### src/verilog/dcache_macros.svh
// data cache geometry
`ifndef DCACHE_MACROS_SVH
`define DCACHE_MACROS_SVH

// two ways, 256 sets of 16-byte lines
`define DCACHE_SETS      256
`define DCACHE_INDEX_W   8

// address bits 31:12
`define DCACHE_TAG_W     20

`define DCACHE_OFFSET_W  4    // byte within a line

`define DCACHE_WORDS     4
`define DCACHE_LINE_W    128  // whole line as one bus word

`endif
### src/verilog/dcache_pkg.sv
// data cache types
`include "dcache_macros.svh"

package dcache_pkg;

  // one line, as a bus word or as four words (word 0 low)
  typedef union packed {
    logic [`DCACHE_LINE_W-1:0]            flat;
    logic [`DCACHE_WORDS-1:0][31:0]       words;
  } cache_line_u;

  typedef enum logic [2:0] {
    IDLE,
    LOOKUP,
    STORE,
    MISS_DIRTY,   // victim must go out first
    WRITEBACK,
    MISS_CLEAN,
    REFILL,
    RETRY         // re-read the refilled set
  } dcache_state_e;

endpackage

### src/verilog/dcache_ctrl.sv
// data cache controller
`timescale 1ns/1ps
`include "dcache_macros.svh"

module dcache_ctrl (
  input  logic                          clk,
  input  logic                          rst_n,
  input  logic                          cpu_req,
  input  logic                          cpu_we,
  input  logic [31:0]                   cpu_addr,
  input  logic [3:0]                    cpu_wstrb,
  input  logic [31:0]                   cpu_wdata,
  output logic                          cpu_addr_ok,
  output logic                          cpu_data_ok,
  output logic [31:0]                   cpu_rdata,
  output logic                          mem_rd_req,
  output logic [31:0]                   mem_rd_addr,
  input  logic                          mem_rd_rdy,
  input  logic                          mem_ret_valid,
  output logic                          mem_wr_req,
  output logic [31:0]                   mem_wr_addr,
  output dcache_pkg::cache_line_u       mem_wr_data,
  input  logic                          mem_wr_rdy,
  input  logic                          mem_wr_valid,
  input  logic                          way0_hit,
  input  logic                          way1_hit,
  input  logic                          way0_dirty,
  input  logic                          way1_dirty,
  input  logic [`DCACHE_TAG_W-1:0]      way0_tag,
  input  logic [`DCACHE_TAG_W-1:0]      way1_tag,
  input  dcache_pkg::cache_line_u       way0_line,
  input  dcache_pkg::cache_line_u       way1_line,
  output logic [`DCACHE_INDEX_W-1:0]    index,
  output logic [`DCACHE_TAG_W-1:0]      lookup_tag,
  output logic [1:0]                    word_sel,
  output logic [31:0]                   word_wdata,
  output logic [3:0]                    way0_wstrb,
  output logic [3:0]                    way1_wstrb,
  output logic                          way0_line_we,
  output logic                          way1_line_we,
  output logic [`DCACHE_TAG_W-1:0]      refill_tag
);

  dcache_pkg::dcache_state_e state;
  dcache_pkg::dcache_state_e state_nxt;

  logic                        accept;
  logic                        lookup_hit;
  logic                        refill_done;
  logic                        victim_way;     // 1 selects way1
  logic                        victim_dirty;
  logic [`DCACHE_TAG_W-1:0]    victim_tag;
  dcache_pkg::cache_line_u     hit_line;
  logic [`DCACHE_SETS-1:0]     repl;           // per set, the way not used last
  logic                        store_way;

  // request buffer
  logic                        buf_we;
  logic [`DCACHE_TAG_W-1:0]    buf_tag;
  logic [`DCACHE_INDEX_W-1:0]  buf_index;
  logic [1:0]                  buf_word;
  logic [3:0]                  buf_wstrb;
  logic [31:0]                 buf_wdata;

  assign accept      = cpu_req & cpu_addr_ok;
  assign lookup_hit  = (state == dcache_pkg::LOOKUP) & (way0_hit | way1_hit);
  assign refill_done = (state == dcache_pkg::REFILL) & mem_ret_valid;

  // a load hit frees the port in its own response cycle
  assign cpu_addr_ok = (state == dcache_pkg::IDLE) | (lookup_hit & ~buf_we);
  assign cpu_data_ok = lookup_hit;
  assign hit_line    = way1_hit ? way1_line : way0_line;
  assign cpu_rdata   = hit_line.words[buf_word];

  assign victim_way   = repl[buf_index];
  assign victim_dirty = victim_way ? way1_dirty : way0_dirty;
  assign victim_tag   = victim_way ? way1_tag : way0_tag;

  // array side
  assign index      = accept ? cpu_addr[`DCACHE_OFFSET_W +: `DCACHE_INDEX_W] : buf_index;
  assign lookup_tag = buf_tag;
  assign refill_tag = buf_tag;
  assign word_sel   = buf_word;
  assign word_wdata = buf_wdata;
  assign way0_wstrb = (state == dcache_pkg::STORE && !store_way) ? buf_wstrb : 4'b0000;
  assign way1_wstrb = (state == dcache_pkg::STORE && store_way) ? buf_wstrb : 4'b0000;
  assign way0_line_we = refill_done & ~victim_way;
  assign way1_line_we = refill_done & victim_way;

  // memory side, line aligned
  assign mem_rd_req  = (state == dcache_pkg::MISS_CLEAN);
  assign mem_rd_addr = {buf_tag, buf_index, {`DCACHE_OFFSET_W{1'b0}}};
  assign mem_wr_req  = (state == dcache_pkg::MISS_DIRTY);
  assign mem_wr_addr = {victim_tag, buf_index, {`DCACHE_OFFSET_W{1'b0}}};
  assign mem_wr_data = victim_way ? way1_line : way0_line;

  always_comb begin
    state_nxt = state;
    case (state)
      dcache_pkg::IDLE: begin
        if (accept) begin
          state_nxt = dcache_pkg::LOOKUP;
        end
      end
      dcache_pkg::LOOKUP: begin
        if (lookup_hit) begin
          if (buf_we) begin
            state_nxt = dcache_pkg::STORE;
          end else if (!accept) begin
            state_nxt = dcache_pkg::IDLE;
          end
        end else if (victim_dirty) begin
          state_nxt = dcache_pkg::MISS_DIRTY;
        end else begin
          state_nxt = dcache_pkg::MISS_CLEAN;
        end
      end
      dcache_pkg::STORE:      state_nxt = dcache_pkg::IDLE;
      dcache_pkg::MISS_DIRTY: begin
        if (mem_wr_rdy) begin
          state_nxt = dcache_pkg::WRITEBACK;
        end
      end
      dcache_pkg::WRITEBACK: begin
        if (mem_wr_valid) begin
          state_nxt = dcache_pkg::MISS_CLEAN;
        end
      end
      dcache_pkg::MISS_CLEAN: begin
        if (mem_rd_rdy) begin
          state_nxt = dcache_pkg::REFILL;
        end
      end
      dcache_pkg::REFILL: begin
        if (mem_ret_valid) begin
          state_nxt = dcache_pkg::RETRY;
        end
      end
      dcache_pkg::RETRY:      state_nxt = dcache_pkg::LOOKUP;
      default:                state_nxt = dcache_pkg::IDLE;
    endcase
  end

  always_ff @(posedge clk or negedge rst_n) begin
    if (!rst_n) begin
      state <= dcache_pkg::IDLE;
      repl  <= '0;
    end else begin
      state <= state_nxt;
      if (lookup_hit) begin
        repl[buf_index] <= way0_hit;  // other way becomes the victim
      end
    end
  end

  always_ff @(posedge clk) begin
    if (accept) begin
      buf_we    <= cpu_we;
      buf_tag   <= cpu_addr[31 -: `DCACHE_TAG_W];
      buf_index <= cpu_addr[`DCACHE_OFFSET_W +: `DCACHE_INDEX_W];
      buf_word  <= cpu_addr[`DCACHE_OFFSET_W-1:2];
      buf_wstrb <= cpu_wstrb;
      buf_wdata <= cpu_wdata;
    end
    if (lookup_hit) begin
      store_way <= way1_hit;  // used by the STORE cycle
    end
  end

endmodule

### config.mk
export PLATFORM = sky130hd
export DESIGN_NAME = dcache_ctrl
export DESIGN_NICKNAME = d
export VERILOG_FILES = /design/src/verilog/dcache_pkg.sv /design/src/verilog/dcache_ctrl.sv
export VERILOG_INCLUDE_DIRS = /design/src /design/src/verilog
export SDC_FILE = /design/constraint.sdc
export NUM_CORES = 1
export LEC_CHECK = 0
export ABC_CLOCK_PERIOD_IN_PS = 3300
export BUFFER_PORTS_ARGS = -buffer_cell sky130_fd_sc_hd__buf_2
export CORE_ASPECT_RATIO = 0.75
export CORE_MARGIN = 5
export CORE_UTILIZATION = 25
export CTS_CLUSTER_SIZE = 12
export DETAILED_ROUTE_END_ITERATION = 6
export PLACE_DENSITY = 0.5
export SLEW_MARGIN = 30
export SYNTH_ARGS = -nofsm -noshare
export SYNTH_HDL_FRONTEND = slang
export SYNTH_SLANG_ARGS = --single-unit
export TNS_END_PERCENT = 20
### constraint.sdc
create_clock -name clk -period 3.3 [get_ports clk]
set_clock_uncertainty 0.2 [all_clocks]
set_input_delay 0.495 -clock clk [delete_from_list [all_inputs] [get_ports clk]]
set_output_delay 0.495 -clock clk [all_outputs]
set_load 0.02 [all_outputs]
; ---- After elaboration in Yosys (flattened, before gate mapping)
; Index checks and enable logic that the tools add are counted.
[totals]
ff_bits = 327
inputBits = 376
out_inout_bits = 320
word_cells = 65
[classes]
n_lt_le_gt_ge = 3
eq_ne = 13
muxes = 24
bitwise = 10
reduce_logical = 6
[op_table]
columns = op, count
row1 = bitwise mux 256 bit, 1
row2 = 2-to-1 mux 128 bit, 2
row3 = binary-select mux 32 bit (select 2 bit), 1
row4 = 2-to-1 mux 32 bit, 1
row5 = 2-to-1 mux 3 bit, 9
row6 = one-hot mux 3 bit (8 select lines), 1
row7 = 2-to-1 mux 20 bit, 1
row8 = "== test 3 bit, second input constant", 4
row9 = "< comparator 8 x 9 -> 1 bit, second input constant", 1
row10 = binary-select mux 1 bit (select 8 bit), 1
row11 = demux 1 bit (select 8 bit), 1
row12 = ">= comparator 8 x 1 -> 1 bit, second input constant", 1
row13 = 2-to-1 mux 4 bit, 2
row14 = 2-to-1 mux 8 bit, 1
row15 = AND 1 bit, 6
row16 = "== test 3 x 2 -> 1 bit, second input constant", 2
row17 = "inequality test 2 bit, second input constant", 3
row18 = AND reduction 6 bit, 1
row19 = "inequality test 2 x 1 -> 1 bit, second input constant", 2
row20 = "inequality test 4 bit, second input constant", 1
row21 = "== test 3 x 1 -> 1 bit, second input constant", 1
row22 = logical AND 1 bit, 3
row23 = zero test 3 bit, 1
row24 = "< comparator 2 x 3 -> 1 bit, second input constant", 1
row25 = other kinds (4), 8

; ---- Logic depth before layout (Yosys ltp)
[depth]
word_depth = 9
ltp_mapped = 13

; ---- Least setup slack after synthesis
; OpenSTA, ideal clock, no wires.
[synth_path]
kind = in2out
startpoint = in way0_hit
endpoint = out index[6]
t_arrival_ns = 3.596
required_time_ns = 2.605
setup_slack_ns = -0.991
stages = 6
n_path_buf = 0
path_cell_list = nor2_1 > or3_1 > o32ai_1 > nand2_1 > clkinv_1 > o21ai_0
[synth_via]
elab_chain_len = 6
[synth_rtl]
columns = item, line
row1 = start: declaration, dcache_ctrl.sv:25  ; input logic way0_hit,
row2 = bitwise OR 1 bit, dcache_ctrl.sv:66  ; assign lookup_hit = (state == dcache_pkg::LOOKUP) & (way0_hit | way1_hit);
row3 = AND 1 bit, dcache_ctrl.sv:66
row4 = AND 1 bit, dcache_ctrl.sv:70  ; assign cpu_addr_ok = (state == dcache_pkg::IDLE) | (lookup_hit & ~buf_we);
row5 = bitwise OR 1 bit, dcache_ctrl.sv:70
row6 = via cpu_addr_ok, dcache_ctrl.sv:13  ; output logic cpu_addr_ok,
row7 = AND 1 bit, dcache_ctrl.sv:65  ; assign accept = cpu_req & cpu_addr_ok;
row8 = 2-to-1 mux 8 bit, --
row9 = end: declaration, dcache_ctrl.sv:33  ; output logic [`DCACHE_INDEX_W-1:0] index,
; The timed path passes the listed nets, and every way through them passes these cells.

==> summary.md <==
| Metric | Value |
|---|---|
| Post-synth top cells | mux2_2 (342), dfrtp_1 (259), nor2_1 (191) |
| Die H | 255 microns |
| Async SR Flop Fraction | about four fifths |
| Area Growth Syn to Fin | 40.4% |
| RSZ-0062 raised after global routing | yes |
| Crit end category | output port |
| Global placer's final weighted congestion | between 0.9 and 1 |
| WL met2 | about 50000 microns |
| CP Class | register to output port |
| Finished Layout Cells | approximately 3500 |
| Total power | between 20000 and 25000 uW |
| Synth top area share | 32.4% |
| Synth area leader | dfrtp_1 |
| Min Tclk post-route | between 4000 and 5000 ps |
| Placed cell count | between 3000 and 4000 |
| Failing checks | negative setup slack |
| Cell area after layout | roughly 28000 sq um |
| Via/cell ratio | between 5 and 6 |
| Ys flop type | dfrtp_1 |
| Via count | around 17000 |
| Simple-gate share of the synthesized area | around 8.6% |
| CP Data Arrival Time | 3800 ps |
| Layout cells sized above 1 | between 60% and 70% |
| Final hold vios | 0 |
| PD cells | approximately 870 nW/um^2 |
| Status | complete, but fails checks |
| Crit start category | register |
| Placement Setup Slack | -1010 ps |
| Tcrit/Tclk final | 136% |
| Worst path required time | 2600 ps |
| Post-Place Cell Area | about 25000 sq um |
| Worst hold margin | 40.4 ps |
| Compound-gate portion of the synthesized area | around 1.5% |
| Synth Area in XOR/XNOR | 0% |
| Htree depth | 2 |
| TritonCTS sink count | approximately 330 |
| Top cells by area, synth | dfrtp_1 (32%), mux2_2 (19%), mux4_2 (15%) |
| Avg WL per Cell | around 33 microns |
| WL met3 | between 10000 and 15000 microns |
| Mux cell area share after synthesis | between 40% and 50% |
| Number of flops mapped to enable cells by yosys | 60 |
| Global route overflow | 0 |
| Final setup vio count | 152 |
| Top layer in use | met5 |
| Yosys warnings | 0 |
| Row count | approximately 90 |
| Wl on met1 | 47800 microns |
| Critical Path Fanout Max | 8 |
| Synth Register Bits | 327 |
| PortBufs | 685 |
| Adder-cell area share of the yosys netlist | 0% |
| Slowest CP cell | mux4_2 |
| Antenna Nets Post-Route | 0 |
| Max Buffers Root-to-Sink | 3 |
| Die width | approximately 340 microns |
| Synth cell types | 53 |
| TritonCTS clock tree | done |
| Clk Latency, worst-skew pair | between 500 and 600 ps |
| Max-slew violations | 0 |
| # DRC | 0 |
| Clk Tree Root Cell | clkbuf_16 |
| Mapped Area | 20000 sq um |
| Vias in the first global route | 16800 |
| Hold Crit Class | input port to register |
| First-pass GRT wire length | around 150000 microns |
| Peak supply drop | between 300 and 400 uV |
| Largest family of logic cells by synthesized area | multiplexers |
| Max incr delay on CP | between 500 and 600 ps |
| Largest net degree at the start of global routing | 257 |
| Initial drt markers | approximately 1500 |
| Initial antenna violation count | 92 |
| Syn Inst Count | 1541 |
| Slew headroom | between 40% and 50% |
| Fillers | around 7900 |
| Cell Chain, Critical Path | buf_12 > buf_12 > mux4_2 > mux4_2 > o2111ai_2 > o2111ai_2 > o21ai_4 > buf_12 > buf_6 > clkbuf_16 > mux2_4 > buf_2 |
| Clock-pin slew on the worst setup and hold paths | about 60 ps |
| Measured slew at the worst slew-check pin | between 800 and 900 ps |
| Post-detail-place hpwl | 93300 microns |
| Core footprint | a little under 80000 sq um |
| Leakage | 0.0131 uW |
| Initial Util | around a quarter |
| Avg Synthesized Cell Area | between 10 and 15 sq um |
| Min setup slack post-route | -1190 ps |
| GRT Util Overall | about a quarter |
| Final WL | 115000 microns |
| Sequential cell area fraction in the yosys report | roughly 42% |
| First drt pass iteration count | 5 |
| Max_cap viols | 0 |
| Most frequent cell after synthesis | mux2_2 |
| CTS Buf Count | 36 |
| Die area | 85700 sq um |
| Fmax | 223 MHz |
| Number of nets in the layout | between 2000 and 3000 |
| CP dominant cell by count | buf_12 |
| # IOs | 696 |
==> routing by layer <==
layer	GRT usage, %	vias to the layer above
met3	7.19	213
met1	33.0	9029
met5	0	-
met2	36.8	922
met4	14.9	8
li1	-	7209
==> worst max-delay path: cells and delay by family, from the launching register on <==
family | cells | cell delay, ps
AO/OA/AOI/OAI | 3 | 520
multiplexers | 3 | 1360
flip-flops | 1 | 360
buffers and inverters | 6 | 960
==> through the flow <==
stage	TNS (ps)	utilization, %
2_1_floorplan	-23840	-
3_3_place_gp	-115010	31.5
3_5_place_dp	-120410	31.5
4_1_cts	-173100	34.2
5_1_grt	-188800	35.4
6_report	-173920	35.5
==> power by group <==
part	switching (uW)	total [uW]	internal [uW]
clock	1740	4070	2330
combinational	7930	15100	7140
sequential	436	5200	4760
==> worst paths after layout <==
check	from	slack, ps	end	cells after the start
max	buf_index[1]	-1190	mem_wr_data[81]	12
min	cpu_wdata[20]	40	word_wdata[20]	1
max reg2reg	buf_index[1]	-360	state[2]	12
min reg2reg	repl[175]	300	repl[175]	1
max in group asynchronous	rst_n	1680	repl[135]	3
min in group asynchronous	rst_n	360	repl[183]	2
==> placed cells by master (no fill, tap or decap), types with 6 or more instances in the layout <==
cell type / netlist / routed
a21oi_1: 7 / 7
and2_1: 11 / 11
buf_12: 10 / 18
buf_16: 0 / 7
buf_2: 14 / 620
buf_4: 63 / 122
buf_6: 5 / 66
clkbuf_1: 70 / 12
clkbuf_16: 0 / 53
clkinv_2: 0 / 6
conb_1: 1 / 8
dfrtp_1: 259 / 259
diode_2: 0 / 61
dlygate4sd3_1: 0 / 60
edfxtp_1: 60 / 60
mux2_2: 342 / 314
mux2_4: 90 / 126
mux2i_1: 19 / 19
mux4_2: 129 / 129
nand2_1: 149 / 146
nand2b_1: 9 / 9
nand3_1: 10 / 10
nor2_1: 191 / 190
nor2b_1: 10 / 9
nor3_1: 8 / 8
==> final cells by class <==
cell class              count  area [sq um]  share of cell area (%)
clock inverters             7          50.0                   0.178
inverters                   4          16.3                  0.0580
flip-flops and latches    327          8450                    30.1
diodes                     61           153                   0.544
multi-input cells        1042         10600                    37.9
well taps                1046          1310                    4.67
clock buffers              57          1110                    3.97
repair buffers            911          6320                    22.5
==> timing repair <==
action | in CTS | in global routing
hold endpoints to repair | 136 | 0
gates resized for setup | 78 | 116
setup endpoints to repair | 156 | 168
gates cloned | 0 | 17
pin swaps | 1 | 3
hold buffers | 60 | 0
buffers inserted | 6 | 12
==> registers in the layout (all words and copies together), names as in the netlist <==
signal,flops
buf_wstrb,4
store_way,1
lookup_tag,20
word_sel,2
buf_we,1
repl,256
state,3
buf_index,8
word_wdata,32
==> cell families (layout without fill, tap and decap cells) <==
| group | Yosys count | after routing |
|---|---|---|
| AOI/OAI and AO/OA | 39 | 39 |
| buffers and inverters | 179 | 979 |
| DFF | 327 | 327 |
| muxes | 588 | 588 |
| other | 1 | 69 |
| and+or+nand+nor | 407 | 407 |
Note: power is estimated with default switching activity, not from simulation.
